$ cat src/rtl/musicBoxPkg.sv
// Music box shared constants
// Tick divides, debounce rules, tone table, audio and DAC widths, SPI framing

package musicBoxPkg;

	//--------------------------------------------------
	// Inputs
	localparam int NumKeys = 6;
	localparam int NumInputs = NumKeys + 1; // Keys plus bee switch on top

	//--------------------------------------------------
	// Clock-enable divides from 50 MHz
	localparam int SampleDivide = 1563; // ~32 kHz sample tick
	localparam int DebounceDivide = 50000; // 1 kHz debounce tick

	localparam int DebounceCount = 4; // Equal samples before a flip
	localparam int DebounceRunWidth = $clog2(DebounceCount + 1);

	//--------------------------------------------------
	// Tones, half periods counted in sample ticks
	localparam int HalfPeriodWidth = 7;
	localparam logic [HalfPeriodWidth-1:0] KeyHalfPeriods [NumKeys] = '{
		7'd61, 7'd54, 7'd48, 7'd45, 7'd40, 7'd36
	};

	localparam int AudioWidth = 8;
	localparam logic [AudioWidth-1:0] KeyAmplitude = 8'd40; // Per sounding key
	localparam int DacWidth = 12;
	localparam int AudioScale = 16; // 256 * 16 = full 12-bit range

	// DAC serial frame, top bits are control and stay zero
	localparam int FrameBits = 16;
	localparam int SclkHalf = 2; // Clocks per SCLK half period
	localparam int BitCountWidth = $clog2(FrameBits);
	localparam int SclkDivWidth = $clog2(SclkHalf);

endpackage

$ cat src/rtl/dacSerializer.sv
// Serial DAC output
// Takes a sample over four-phase req/ack and shifts a 16-bit frame MSB first
// DIN changes on SCLK rising, DAC samples on SCLK falling

`timescale 1ns/1ps

module dacSerializer import musicBoxPkg::*; (
	input  logic clock50Mhz,
	input  logic rst,
	input  logic sampleReq,
	output logic sampleAck,
	input  logic [DacWidth-1:0] dacSample,
	output logic spiSclk,
	output logic spiSyncN,
	output logic spiDin
);

	typedef enum logic [1:0] {
		Idle,
		Shift,
		Finish
	} SerialState;

	SerialState state;
	logic [SclkDivWidth-1:0] sclkDiv; // Clocks into the current half period
	logic [BitCountWidth-1:0] bitCount; // Bit on DIN right now
	logic [FrameBits-1:0] shiftReg; // Frame payload
	logic halfDone;

	assign halfDone = (sclkDiv == SclkDivWidth'(SclkHalf - 1));

	//--------------------------------------------------
	// Acknowledge side, drops once the request is gone
	always_ff @(posedge clock50Mhz) begin
		if (rst) begin
			sampleAck <= 1'b0;
		end else if (state == Idle && sampleReq && !sampleAck) begin
			sampleAck <= 1'b1; // Phase 2, one cycle after req
		end else if (sampleAck && !sampleReq) begin
			sampleAck <= 1'b0; // Phase 4
		end
	end

	// Frame FSM
	always_ff @(posedge clock50Mhz) begin
		if (rst) begin
			state <= Idle;
			sclkDiv <= '0;
			bitCount <= '0;
			spiSclk <= 1'b1;
			spiSyncN <= 1'b1;
			spiDin <= 1'b0;
		end else begin
			case (state)
				Idle: begin
					sclkDiv <= '0;
					bitCount <= '0;
					if (sampleReq && !sampleAck) begin
						spiSyncN <= 1'b0; // Frame starts, SCLK still high
						spiDin <= 1'b0; // Top bit is a zero control bit
						state <= Shift;
					end
				end
				Shift: begin
					sclkDiv <= halfDone ? '0 : sclkDiv + 1'b1;
					if (halfDone) begin
						spiSclk <= ~spiSclk;
						if (!spiSclk) begin // Rising edge
							if (bitCount == BitCountWidth'(FrameBits - 1)) begin
								spiSyncN <= 1'b1; // Last falling edge is behind us
								spiDin <= 1'b0;
								state <= Finish;
							end else begin
								bitCount <= bitCount + 1'b1;
								spiDin <= shiftReg[FrameBits-2]; // Next bit
							end
						end
					end
				end
				Finish: begin
					sclkDiv <= halfDone ? '0 : sclkDiv + 1'b1;
					if (halfDone) begin
						state <= Idle; // Minimum SYNC high time met
					end
				end
				default: state <= Idle;
			endcase
		end
	end

	// Payload shifter, loaded at capture
	always_ff @(posedge clock50Mhz) begin
		if (state == Idle && sampleReq && !sampleAck) begin
			shiftReg <= {{(FrameBits - DacWidth){1'b0}}, dacSample};
		end else if (state == Shift && halfDone && !spiSclk) begin
			shiftReg <= shiftReg << 1;
		end
	end

endmodule

$ cat src/rtl/keyDebouncer.sv
// Debouncer for the music keys and the bee switch
// Two-flop synchronizer, per-input run counters stepped on the debounce tick
// Outputs are active high

`timescale 1ns/1ps

module keyDebouncer import musicBoxPkg::*; (
	input  logic clock50Mhz,
	input  logic rst,
	input  logic debounceTick,
	input  logic [NumInputs-1:0] rawInputs, // Active low, bee on top
	output logic [NumKeys-1:0] pressedKeys,
	output logic beePressed
);

	logic [NumInputs-1:0] syncMeta; // First sync stage
	logic [NumInputs-1:0] syncInputs; // Safe to sample
	logic [NumInputs-1:0] debounced; // Still active low
	logic [DebounceRunWidth-1:0] runCount [NumInputs];

	// Raw pins are asynchronous to the clock
	always_ff @(posedge clock50Mhz) begin
		if (rst) begin
			syncMeta <= '1;
			syncInputs <= '1;
		end else begin
			syncMeta <= rawInputs;
			syncInputs <= syncMeta;
		end
	end

	//--------------------------------------------------
	// Run counters, one per input
	always_ff @(posedge clock50Mhz) begin
		if (rst) begin
			debounced <= '1; // Nothing pressed
			for (int i = 0; i < NumInputs; i++) begin
				runCount[i] <= '0;
			end
		end else if (debounceTick) begin
			for (int i = 0; i < NumInputs; i++) begin
				if (syncInputs[i] == debounced[i]) begin
					runCount[i] <= '0; // Run broken
				end else if (runCount[i] == DebounceRunWidth'(DebounceCount - 1)) begin
					debounced[i] <= syncInputs[i]; // Fourth differing sample
					runCount[i] <= '0;
				end else begin
					runCount[i] <= runCount[i] + 1'b1;
				end
			end
		end
	end

	assign pressedKeys = ~debounced[NumKeys-1:0];
	assign beePressed = ~debounced[NumKeys];

endmodule

$ cat src/rtl/musicBox.sv
// Music box top level
// Sample and debounce ticks, key debouncer, tone synthesizer, DAC serializer

`timescale 1ns/1ps

module musicBox import musicBoxPkg::*; (
	input  logic clock50Mhz,
	input  logic rst,
	input  logic [NumKeys-1:0] musicKeys, // Active low
	input  logic beeSwitch, // Active low
	output logic [NumKeys-1:0] keyLeds,
	output logic spiSclk,
	output logic spiSyncN,
	output logic spiDin
);

	logic sampleTick; // 32 kHz enable
	logic debounceTick; // 1 kHz enable
	logic [NumKeys-1:0] pressedKeys;
	logic beePressed;
	logic sampleReq;
	logic sampleAck;
	logic [DacWidth-1:0] dacSample;

	//--------------------------------------------------
	// Clock enables
	tickGenerator #(.Divide(SampleDivide)) i_sampleTick (
		.clock50Mhz(clock50Mhz),
		.rst(rst),
		.tick(sampleTick)
	);

	tickGenerator #(.Divide(DebounceDivide)) i_debounceTick (
		.clock50Mhz(clock50Mhz),
		.rst(rst),
		.tick(debounceTick)
	);

	// Keys and bee share one debouncer
	keyDebouncer i_keyDebouncer (
		.clock50Mhz(clock50Mhz),
		.rst(rst),
		.debounceTick(debounceTick),
		.rawInputs({beeSwitch, musicKeys}),
		.pressedKeys(pressedKeys),
		.beePressed(beePressed)
	);

	assign keyLeds = pressedKeys; // LED lit while key held

	//--------------------------------------------------
	// Audio path
	toneSynth i_toneSynth (
		.clock50Mhz(clock50Mhz),
		.rst(rst),
		.sampleTick(sampleTick),
		.pressedKeys(pressedKeys),
		.beePressed(beePressed),
		.sampleReq(sampleReq),
		.sampleAck(sampleAck),
		.dacSample(dacSample)
	);

	dacSerializer i_dacSerializer (
		.clock50Mhz(clock50Mhz),
		.rst(rst),
		.sampleReq(sampleReq),
		.sampleAck(sampleAck),
		.dacSample(dacSample),
		.spiSclk(spiSclk),
		.spiSyncN(spiSyncN),
		.spiDin(spiDin)
	);

endmodule

$ cat src/rtl/tickGenerator.sv
// Clock-enable tick generator
// One-cycle pulse every Divide clocks of the 50 MHz clock

`timescale 1ns/1ps

module tickGenerator #(
	parameter int Divide = 1000
) (
	input  logic clock50Mhz,
	input  logic rst,
	output logic tick
);

	localparam int CountWidth = $clog2(Divide);

	logic [CountWidth-1:0] count; // Free-running divider

	always_ff @(posedge clock50Mhz) begin
		if (rst) begin
			count <= '0;
			tick <= 1'b0;
		end else if (count == CountWidth'(Divide - 1)) begin
			count <= '0; // Wrap
			tick <= 1'b1; // First pulse Divide clocks after reset
		end else begin
			count <= count + 1'b1;
			tick <= 1'b0;
		end
	end

endmodule

$ cat src/rtl/toneSynth.sv
// Tone synthesizer
// Bee-mode toggle, six square-wave tone counters, audio mix
// Offers each scaled sample to the DAC side on a four-phase req/ack

`timescale 1ns/1ps

module toneSynth import musicBoxPkg::*; (
	input  logic clock50Mhz,
	input  logic rst,
	input  logic sampleTick,
	input  logic [NumKeys-1:0] pressedKeys,
	input  logic beePressed,
	output logic sampleReq,
	input  logic sampleAck,
	output logic [DacWidth-1:0] dacSample
);

	logic beePrev; // Edge detect on debounced bee
	logic beeMode; // One octave up when set
	logic [HalfPeriodWidth-1:0] toneCount [NumKeys];
	logic [HalfPeriodWidth-1:0] halfPeriod [NumKeys];
	logic [NumKeys-1:0] level; // Square outputs
	logic [NumKeys-1:0] sounding;
	logic [AudioWidth-1:0] audio;

	//--------------------------------------------------
	// Bee mode toggle
	always_ff @(posedge clock50Mhz) begin
		if (rst) begin
			beePrev <= 1'b0;
			beeMode <= 1'b0;
		end else begin
			beePrev <= beePressed;
			if (beePressed && !beePrev) begin
				beeMode <= ~beeMode; // Each press flips it
			end
		end
	end

	// Halving the half period doubles the pitch
	always_comb begin
		for (int k = 0; k < NumKeys; k++) begin
			halfPeriod[k] = beeMode ? (KeyHalfPeriods[k] >> 1) : KeyHalfPeriods[k];
		end
	end

	//--------------------------------------------------
	// Square-wave counters, free running on the sample tick
	always_ff @(posedge clock50Mhz) begin
		if (rst) begin
			level <= '0;
			for (int k = 0; k < NumKeys; k++) begin
				toneCount[k] <= '0;
			end
		end else if (sampleTick) begin
			for (int k = 0; k < NumKeys; k++) begin
				// >= covers a bee switch in the middle of a half period
				if (toneCount[k] >= halfPeriod[k] - 1'b1) begin
					toneCount[k] <= '0;
					level[k] <= ~level[k];
				end else begin
					toneCount[k] <= toneCount[k] + 1'b1;
				end
			end
		end
	end

	// Mix of keys both pressed and high, levels as of this tick
	assign sounding = pressedKeys & level;

	always_comb begin
		audio = '0;
		for (int k = 0; k < NumKeys; k++) begin
			if (sounding[k]) begin
				audio = audio + KeyAmplitude; // Max 6 * 40 = 240
			end
		end
	end

	//--------------------------------------------------
	// Request side of the handshake
	always_ff @(posedge clock50Mhz) begin
		if (rst) begin
			sampleReq <= 1'b0;
		end else if (sampleReq) begin
			if (sampleAck) begin
				sampleReq <= 1'b0; // Phase 3
			end
		end else if (sampleTick && !sampleAck) begin
			sampleReq <= 1'b1; // Busy ticks are skipped
		end
	end

	// Sample register, held stable while the request is up
	always_ff @(posedge clock50Mhz) begin
		if (sampleTick && !sampleReq && !sampleAck) begin
			dacSample <= DacWidth'(audio) * DacWidth'(AudioScale);
		end
	end

endmodule

$ cat config.mk
export PLATFORM = sky130hd
export DESIGN_NAME = musicBox
export DESIGN_NICKNAME = d
export VERILOG_FILES = /design/src/rtl/musicBoxPkg.sv /design/src/rtl/dacSerializer.sv /design/src/rtl/keyDebouncer.sv /design/src/rtl/musicBox.sv /design/src/rtl/tickGenerator.sv /design/src/rtl/toneSynth.sv
export SDC_FILE = /design/constraint.sdc
export NUM_CORES = 1
export LEC_CHECK = 0
export ABC_AREA = 1
export BUFFER_PORTS_ARGS = -buffer_cell sky130_fd_sc_hd__buf_2
export CAP_MARGIN = 30
export CORE_MARGIN = 4
export CORE_UTILIZATION = 40
export DETAILED_ROUTE_END_ITERATION = 8
export SLEW_MARGIN = 10
export SYNTH_ARGS = -nofsm -noshare
export SYNTH_HDL_FRONTEND = slang
export SYNTH_SLANG_ARGS = --single-unit
$ cat constraint.sdc
create_clock -name clock50Mhz -period 2.9 [get_ports clock50Mhz]
set_input_delay 0.725 -clock clock50Mhz [delete_from_list [all_inputs] [get_ports clock50Mhz]]
set_output_delay 0.725 -clock clock50Mhz [all_outputs]
set_load 0.05 [all_outputs]
==> reports/results.txt, run 1 <==
Status - finished, final reports clean
First-pass GRT wire length - 22,440 um
Final period utilization - 92.28%
Leak - 0.003644 uW
Post-route ant nets - 0
Tot GR Track Use - 13.22%
Synth area leaders - edfxtp_1 30%, dfxtp_1 20%, ha_1 9.0%, nand2_1 6.5%, nor2_1 6.5%
Slew Limit Headroom - 53.60%
Initial DRC count - 231
Combinational fraction of design power - 4.7%
Antenna violations before repair - 0
Nets - 938
Sequential share of power - 47.4%
Startpoint types - flip-flop
Max-slew violation count - 0
Row cnt - 49
Clk_lat worst skew - 0.42 ns
Clk buf depth - 2
Pint - 3672 uW
Ys flop type - edfxtp_1
CTS tree - built
Clock share of power - 47.9%
Most used cell, CP - nand2_1
Net Count, Synth - 899
Most frequent cells after synthesis - 129 x nand2_1, 128 x nor2_1, 105 x inv_1, 73 x dfxtp_1, 73 x edfxtp_1
Crit. End Element - flip-flop
Post-Route Skew - 0.008356 ns
Delay-heaviest family, CP - adder cells
Largest net degree at the start of global routing - 43
Sum Neg Setup Slack - 0 ns
Hpwl dp - 9081 um
Final hold vios - 0
Met1 Track Usage GR - 17.22%
Area of the core - 18,090 um2
Most numerous cell in the Yosys netlist - nand2_1
Post-CTS Hold Fix Bufs - 0
Placed Cells - 1,080
Unrepaired setup endpoints after global routing - no
Routed len/inst - 11.46 um
CP max FO - 3
Fin cells - 1,118
Max Cap Viol - 0
DR vias/cell - 4.670
Power density over cell area - 557.2 nW/um2
GR Util met3 - 3.406%
Ant diodes - 0
Fmax - 373.7 MHz
Synth top area share - 29.64%
Initial Utilization - 40.89%
Slowest cell on the critical path - dfxtp_1
Cells after Synth - 837
Yosys cell types - 42
Minimum clock period - 2.676 ns
Critical Path RT - 3.08 ns
Global route overflow - 0
CTS clk-pin slew, worst paths - 0.06 ns
YS warnings - 0
Num CTS Buffers - 17
Post-synth ARST share - 0%
Critical path buffers and inverters - 3
Top Usage Layer GRT - met2
DRT Wirelength - 12,810 um
Die ar. - 20,730 um2
Critical path type - reg -> reg
Met2 Track Usage GR - 21.56%
Final setup vio count - 0
Clk sink count - 146
Die span in x - 144.0 um
#FFs+latches synth - 146
Die Ht - 144.0 um
Least-Margin Pin Slew - 0.6907 ns
Post-Synthesis Cell Area - 7396 um2
Synth Area per Inst - 8.836 um2
CTS H-tree depth - 4
DRC viols - 0
Psw - 1096 uW
Hold Path Class - reg -> reg
Critical path data arrival time - 2.86 ns
Register area share after synthesis - 49.40%
Ports - 18
Gpl congestion - 0.7805
Area growth syn-to-layout - 15.70%
Port bufs - 17
Via count - 5,221
Net Sw Frac - 22.98%
Crit-path cells - buf_4 -> nor2_4 -> ha_1 -> nor2_1 -> a31oi_2 -> ha_4 -> nand2_2 -> nand2_2 -> ha_4 -> nor2_2 -> a31oi_4 -> ha_2 -> inv_1 -> nand3_1 -> nand2_1 -> inv_1 -> nand2_1 -> nand2_1 -> nand2_1
Root buffer cell - clkbuf_16
Top cell type by total area after synthesis - edfxtp_1
CP peak stage delay - 0.33 ns
First-pass DRT Iterations - 6
Layout cells sized above 1 - 14.74%
Number of synthesized flops with an enable pin - 73
Vias in the first global route - 5,034
Worst VDD drop - 0.3953 mV
[stage by stage]
| stage | total power, uW | worst slack, ns | area (um2) | util (%) | hold WS, ns |
|---|---|---|---|---|---|
| floorplan | 2468 | 0.004549 | 7443 | - | 0.3895 |
| global placement | 2527 | 0.1115 | 7850 | 43.40 | 0.3936 |
| detailed placement | 2531 | 0.07396 | 7850 | 43.40 | 0.3928 |
| CTS | 4828 | 0.05931 | 8472 | 46.84 | 0.4077 |
| global route | 4948 | 0.02273 | 8557 | 47.31 | 0.4252 |
| finish | 4768 | 0.2238 | 8557 | 47.31 | 0.4072 |
[cells by family (layout without fill, tap and decap cells)]
group	Yosys count	in the layout	synth area share [%]
xor+xnor	39	39	4.619
buf+inv	125	177	6.378
simple gates	398	398	24.50
fa+ha+maj	53	53	8.966
flops	146	146	49.40
compound gates	76	76	6.141
[cell usage in the layout, fill, tap and decap left out, types with 18 or more instances in the layout]
| cell type | Yosys | routed |
|---|---|---|
| a21oi_1 | 34 | 34 |
| clkbuf_16 | 0 | 18 |
| dfxtp_1 | 73 | 71 |
| edfxtp_1 | 73 | 73 |
| ha_1 | 53 | 49 |
| inv_1 | 105 | 103 |
| nand2_1 | 129 | 126 |
| nand3_1 | 56 | 56 |
| nor2_1 | 128 | 127 |
| xor2_1 | 32 | 32 |
[final timing paths]
kind	start	end	slack, ns	cells past startpoint
hold / removal	i_keyDebouncer.syncMeta[6]$_SDFF_PP1_	i_keyDebouncer.syncInputs[6]$_SDFF_PP1_	0.41	1
hold reg to reg	i_keyDebouncer.syncMeta[6]$_SDFF_PP1_	i_keyDebouncer.syncInputs[6]$_SDFF_PP1_	0.41	1
setup / recovery	i_keyDebouncer.debounced[0]$_SDFFE_PP1P_	i_toneSynth.dacSample[11]$_DFFE_PP_	0.22	19
setup reg to reg	i_keyDebouncer.debounced[0]$_SDFFE_PP1P_	i_toneSynth.dacSample[11]$_DFFE_PP_	0.22	19
[state kept, by name, indices dropped and copies added (netlist names), 2 cells and up]
| register | flops |
|---|---|
| i_toneSynth.toneCount | 42 |
| i_keyDebouncer.runCount | 21 |
| i_debounceTick.count | 16 |
| i_sampleTick.count | 11 |
| i_dacSerializer.shiftReg | 8 |
| i_keyDebouncer.debounced | 7 |
| i_keyDebouncer.syncInputs | 7 |
| i_keyDebouncer.syncMeta | 7 |
| i_toneSynth.level | 6 |
| i_toneSynth.dacSample | 5 |
| i_dacSerializer.bitCount | 4 |
| i_dacSerializer.state | 2 |
[final cells by class]
cell class              count  area, um2
inverters                 113      430.4
flip-flops and latches    146       3659
well taps                 229      286.5
clock inverters            13      157.7
clock buffers              19      464.2
fillers                  1693       9529
repair buffers             32      210.2
multi-input cells         566       3349
[power by group through the flow]
stage          Clock [uW]  Combinational (uW)  Sequential, uW
3_3_place_gp            0                 223            2300
3_5_place_dp            0                 225            2310
5_1_grt              2420                 260            2270
4_1_cts              2340                 227            2260
2_1_floorplan           0                 159            2310
6_report             2280                 223            2260
[worst register-to-register path, cell delays in order, from the launching register on]
cell and delay [ns]:
dfxtp_1 0.33, buf_4 0.16, nor2_4 0.11, ha_1 0.15
nor2_1 0.05, a31oi_2 0.20, ha_4 0.24, nand2_2 0.08
nand2_2 0.08, ha_4 0.27, nor2_2 0.04, a31oi_4 0.17
ha_2 0.20, inv_1 0.04, nand3_1 0.07, nand2_1 0.07
inv_1 0.06, nand2_1 0.04, nand2_1 0.05, nand2_1 0.04
[metal layers]
layer  share of wire, %  vias to the layer above
met5                  0                        -
met4                1.4                        0
met3                2.5                       15
met2                 45                       43
met1                 51                     2335
li1                   -                     2828
[repair_timing]
item / in CTS / in global routing
endpoints found under the setup margin: 0 / 1
resized for setup: 0 / 7
buffers inserted: 0 / 6
Power figures use the tool's default switching activity.
==> run 2, diff against run 1 <==
- CORE_UTILIZATION: 40 -> 28
- SETUP_SLACK_MARGIN: default -> 0.5
==> run 2 against run 1 <==
Effect of this change: power shrank 3.7%; die area grew 40%; sequential cell count is the same.
==> reports/results.txt, run 2 (synthesis gave the netlist of run 1 again) <==
Clk buf depth - 2
Slowest cell on the critical path - dfxtp_4
Clk sink count - 146
Final period utilization - 87.10%
Nets - 944
Max reg flops - 42
Max Cap Viol - 0
Pwr Total - 4590 uW
Final setup vio count - 0
Initial Utilization - 28.38%
Max-slew violation count - 0
Antenna violations before repair - 0
Critical path type - reg -> reg
Global route overflow - 0
Layout cells sized above 1 - 15.98%
Worst R2R Setup Slack - 0.37 ns
Area growth syn-to-layout - 17.80%
Row cnt - 59
Commonest cells after routing, fill and taps aside - 127 x nor2_1, 125 x nand2_1, 99 x inv_1, 73 x edfxtp_1, 69 x dfxtp_1
Root buffer cell - clkbuf_16
Unrepaired setup endpoints after global routing - yes
First-pass GRT wire length - 22,980 um
Crit-path cells - clkinvlp_4 -> nand2_4 -> ha_4 -> nand3_4 -> nand2_4 -> inv_2 -> ha_4 -> nand2_4 -> nand2_4 -> ha_4 -> nor2_4 -> a31oi_4 -> ha_4 -> inv_2 -> nand3_2 -> nand2_2 -> inv_2 -> nand2_1 -> nand2_1 -> nand2_1
Num CTS Buffers - 17
Die ar. - 29,080 um2
Top reg by flops - i_toneSynth.toneCount
Critical Path RT - 3.08 ns
Fmax - 395.9 MHz
Worst path depth - 20
Die span in x - 170.5 um
Worst VDD drop - 0.4190 mV
Hold path cells - 1
Critical path data arrival time - 2.71 ns
Hpwl dp - 9402 um
Largest net degree at the start of global routing - 43
CP max FO - 3
CP peak stage delay - 0.36 ns
Leak - 0.003684 uW
Filler cells - 2,657
FF-to-FF End - i_toneSynth.dacSample[11]$_DFFE_PP_
Gpl congestion - 0.7961
First-pass DRT Iterations - 4
Final hold vios - 0
Register-to-Register Path Depth - 20
Post-Route Skew - 0.007404 ns
Post-route ant nets - 0
Ports - 18
Area of the core - 26,060 um2
DRT Wirelength - 13,210 um
Status - finished, final reports clean
Die Ht - 170.5 um
CTS tree - built
Port bufs - 17
Ant diodes - 0
Sum Neg Setup Slack - 0 ns
Startpoint types - flip-flop
Routed len/inst - 10.74 um
Crit. End Element - flip-flop
CTS H-tree depth - 4
Hold Startpoint - i_keyDebouncer.syncMeta[4]$_SDFF_PP1_
Clk_lat worst skew - 0.43 ns
WHS Endpoint - i_keyDebouncer.syncInputs[4]$_SDFF_PP1_
Vias in the first global route - 5,115
Critical path buffers and inverters - 4
Delay-heaviest family, CP - adder cells
Tot GR Track Use - 9.635%
DRC viols - 0
Hold Path Class - reg -> reg
CTS clk-pin slew, worst paths - 0.06 ns
Largest regs - i_toneSynth.toneCount (42), i_keyDebouncer.runCount (21), i_debounceTick.count (16)
Minimum clock period - 2.526 ns
Reg-to-Reg Start - i_keyDebouncer.debounced[1]$_SDFFE_PP1P_
Multi-input gate area - 3392 um2
Commonest non-fill, non-tap cell in the layout - nor2_1
Least-Margin Pin Slew - 0.6329 ns
Initial DRC count - 266
Slew Limit Headroom - 57.48%
Power density over cell area - 526.9 nW/um2
Via count - 5,350
DR vias/cell - 4.350
Reg area - 3664 um2
run 2: cell count changes in the layout (fill, tap and decap cells not counted), moves of 3 or more:
cell / change
inv_2: +3
inv_4: +3
inv_1: -4
inv_6: -3
nand2_4: +4
buf_4: +7
nand2_2: -3
run 2: layer usage:
| layer | global-route usage (%) | vias to the layer above | part of all wire, % |
|---|---|---|---|
| li1 | - | 2835 | - |
| met3 | 2.703 | 16 | 3.0 |
| met4 | 3.438 | 0 | 1.6 |
| met5 | 0 | - | 0 |
| met2 | 15.84 | 55 | 47 |
| met1 | 12.17 | 2444 | 49 |
run 2: worst max-delay path by stage:
| stage | start | end | slack (ns) |
|---|---|---|---|
| after detailed placement | i_keyDebouncer.debounced[0]$_SDFFE_PP1P_ | i_toneSynth.dacSample[11]$_DFFE_PP_ | 0.19 |
| final | i_keyDebouncer.debounced[1]$_SDFFE_PP1P_ | i_toneSynth.dacSample[11]$_DFFE_PP_ | 0.37 |
| after floorplan | i_keyDebouncer.debounced[1]$_SDFFE_PP1P_ | i_toneSynth.dacSample[11]$_DFFE_PP_ | 0.15 |
| after global routing | i_keyDebouncer.debounced[1]$_SDFFE_PP1P_ | i_toneSynth.dacSample[11]$_DFFE_PP_ | 0.21 |
| after global placement | i_keyDebouncer.debounced[0]$_SDFFE_PP1P_ | i_toneSynth.dacSample[11]$_DFFE_PP_ | 0.22 |
| after CTS | i_keyDebouncer.debounced[1]$_SDFFE_PP1P_ | i_toneSynth.dacSample[11]$_DFFE_PP_ | 0.35 |
run 2: repair_timing:
item | in CTS | in global routing
pin swaps | 10 | 8
hold buffers | 0 | 0
endpoints found under the setup margin | 4 | 4
gates resized for setup | 12 | 4
buffers inserted | 8 | 3
run 2: worst reg2reg max path: stages (launching register included):
cell        delay (ns)
dfxtp_4           0.36
clkinvlp_4        0.08
nand2_4           0.06
ha_4              0.30
nand3_4           0.08
nand2_4           0.09
inv_2             0.04
ha_4              0.21
nand2_4           0.06
nand2_4           0.05
ha_4              0.27
nor2_4            0.04
a31oi_4           0.18
ha_4              0.16
inv_2             0.03
nand3_2           0.05
nand2_2           0.05
inv_2             0.05
nand2_1           0.04
nand2_1           0.05
nand2_1           0.05
run 2: layout make-up:
type / count / area share, %
flip-flops and latches: 146 / 42.05
multi-input cells: 566 / 38.93
clock buffers: 21 / 5.285
inverters: 113 / 4.969
well taps: 335 / 4.811
repair buffers: 38 / 2.786
clock inverters: 11 / 1.163
run 2: power breakdown:
part / internal, uW / switching [uW] / leakage (uW)
Combinational: 81.3 / 141 / 0.00207
Clock: 1230 / 876 / 0.000283
Sequential: 2220 / 42.3 / 0.00133
Total: 3530 / 1060 / 0.00368
run 2: through the flow:
step	utilization [%]	cell area, um2	cells	hold WS [ns]	setup slack (ns)
after floorplan	-	7488	837	0.3895	0.1459
after global placement	30.78	8020	1187	0.3935	0.2228
after detailed placement	30.78	8020	1187	0.3977	0.1927
after CTS	33.32	8682	1227	0.4103	0.3514
after global routing	33.43	8712	1230	0.4327	0.2143
final	33.43	8712	1230	0.4072	0.3741
==> run 3, diff against run 2 <==
- clock period: 2.9 -> 3.3 ns (I/O delays scaled with it)
==> run 3 against run 2 <==
Effect of this change: power fell by 9.8%; count of clock-buffer cells in the layout fell by 2; critical endpoint unchanged; register-to-register slack improved by 0.25 ns; global-route usage fell by 0.060 points; sequential share of layout area rose by 0.16 points; via count fell by 1.3%; critical path type unchanged; worst setup slack improved by 0.25 ns; maximum frequency fell by 5.6%; sequential cell count did not move.
==> reports/results.txt, run 3 (synthesis gave the netlist of run 1 again) <==
Startpoint types - flip-flop
Max Cap Viol - 0
Top reg by flops - i_toneSynth.toneCount
Area of the core - 26,060 um2
Nets - 935
Via count - 5,281
Commonest cells after routing, fill and taps aside - 127 x nor2_1, 126 x nand2_1, 101 x inv_1, 73 x edfxtp_1, 69 x dfxtp_1
DR vias/cell - 4.325
Max reg flops - 42
Filler cells - 2,657
Clk_lat worst skew - 0.42 ns
CTS H-tree depth - 4
Fmax - 373.8 MHz
Die Ht - 170.5 um
Antenna violations before repair - 0
First-pass DRT Iterations - 4
DRT Wirelength - 13,190 um
Die ar. - 29,080 um2
Clk sink count - 146
Critical path data arrival time - 2.86 ns
Ports - 18
Crit-path cells - clkinvlp_4 -> nand2_4 -> ha_4 -> inv_2 -> nand2_4 -> nand2_4 -> inv_2 -> ha_4 -> nand2_4 -> nand2_4 -> ha_4 -> nor2_2 -> a31oi_4 -> ha_2 -> inv_1 -> nand3_2 -> nand2_1 -> inv_1 -> nand2_1 -> nand2_1 -> nand2_1
Root buffer cell - clkbuf_16
Status - finished, final reports clean
Ant diodes - 0
Worst slack, placed - 0.4122 ns
Post-Route Skew - 0.009237 ns
Slowest cell on the critical path - dfxtp_4
DRC viols - 0
Final setup vio count - 0
Initial Utilization - 28.38%
Final period utilization - 81.08%
Num CTS Buffers - 17
CTS tree - built
Crit. End Element - flip-flop
Post-route ant nets - 0
CP max FO - 3
Critical path buffers and inverters - 5
Layout cells sized above 1 - 15.12%
Delay-heaviest family, CP - adder cells
Critical Path RT - 3.49 ns
Initial DRC count - 218
Worst VDD drop - 0.2894 mV
Commonest non-fill, non-tap cell in the layout - nor2_1
Row cnt - 59
Reg area - 3664 um2
Clk buf depth - 2
Vias in the first global route - 5,093
Sum Neg Setup Slack - 0 ns
Hold Path Class - reg -> reg
Multi-input gate area - 3377 um2
Max-slew violation count - 0
Largest net degree at the start of global routing - 43
CTS clk-pin slew, worst paths - 0.07 ns
Critical path type - reg -> reg
Port bufs - 17
Power density over cell area - 477.0 nW/um2
Area growth syn-to-layout - 17.36%
Routed len/inst - 10.80 um
Hpwl dp - 9181 um
Most used cell, CP - nand2_4
Minimum clock period - 2.676 ns
Global route overflow - 0
Largest regs - i_toneSynth.toneCount (42), i_keyDebouncer.runCount (21), i_debounceTick.count (16)
Tot GR Track Use - 9.575%
First-pass GRT wire length - 22,860 um
Die span in x - 170.5 um
Gpl congestion - 0.7671
Least-Margin Pin Slew - 0.7231 ns
Unrepaired setup endpoints after global routing - no
Slew Limit Headroom - 51.42%
Leak - 0.003632 uW
Final hold vios - 0
Worst setup margin - 0.6244 ns
Pwr Total - 4140 uW
CP peak stage delay - 0.38 ns
[run 3: changes by cell type in the layout (fill, tap and decap cells not counted), moves of 2 or more]
cell | previous run | this run
buf_4 | 21 | 10
clkinvlp_4 | 1 | 6
clkinv_2 | 3 | 0
inv_4 | 4 | 1
clkbuf_1 | 2 | 0
ha_2 | 0 | 2
inv_1 | 99 | 101
[run 3: per-stage QoR]
step	area, um2	instances	hold slack [ns]	utilization [%]
4_1_cts	8562	1216	0.4144	32.86
5_1_grt	8680	1221	0.4217	33.31
6_report	8680	1221	0.4096	33.31
3_5_place_dp	7948	1183	0.3953	30.50
3_3_place_gp	7948	1183	0.3939	30.50
2_1_floorplan	7446	837	0.3895	-
[run 3: final timing paths]
check / start / end / slack [ns] / cells after the start
max: i_keyDebouncer.debounced[1]$_SDFFE_PP1P_ / i_toneSynth.dacSample[11]$_DFFE_PP_ / 0.62 / 21
min: i_keyDebouncer.syncMeta[5]$_SDFF_PP1_ / i_keyDebouncer.syncInputs[5]$_SDFF_PP1_ / 0.41 / 1
max reg2reg: i_keyDebouncer.debounced[1]$_SDFFE_PP1P_ / i_toneSynth.dacSample[11]$_DFFE_PP_ / 0.62 / 21
min reg2reg: i_keyDebouncer.syncMeta[5]$_SDFF_PP1_ / i_keyDebouncer.syncInputs[5]$_SDFF_PP1_ / 0.41 / 1
[run 3: layer usage]
metal | GRT usage, % | up-vias | wire (um)
met5 | 0 | - | 0
met4 | 3.611 | 0 | 187
met3 | 2.819 | 14 | 507
met2 | 15.47 | 51 | 6090
met1 | 12.15 | 2400 | 6405
li1 | - | 2816 | -
[run 3: cell type report]
cell class / count / share of cell area, %
clock buffers: 19 / 5.218
clock inverters: 13 / 1.730
inverters: 113 / 4.959
multi-input cells: 566 / 38.91
flip-flops and latches: 146 / 42.21
well taps: 335 / 4.829
repair buffers: 29 / 2.148
[run 3: repair_timing]
item                                    in CTS  in global routing
resized for setup                            2                 17
buffers inserted                             1                  4
endpoints found under the setup margin       1                  1
hold buffers                                 0                  0
pin swaps                                    2                  6
[run 3: report_power, final]
group	leakage (uW)	internal [uW]	switching (uW)	total [uW]
combinational	0.00203	71.7	126	197
clock	0.000279	1160	794	1960
sequential	0.00133	1950	36.5	1990
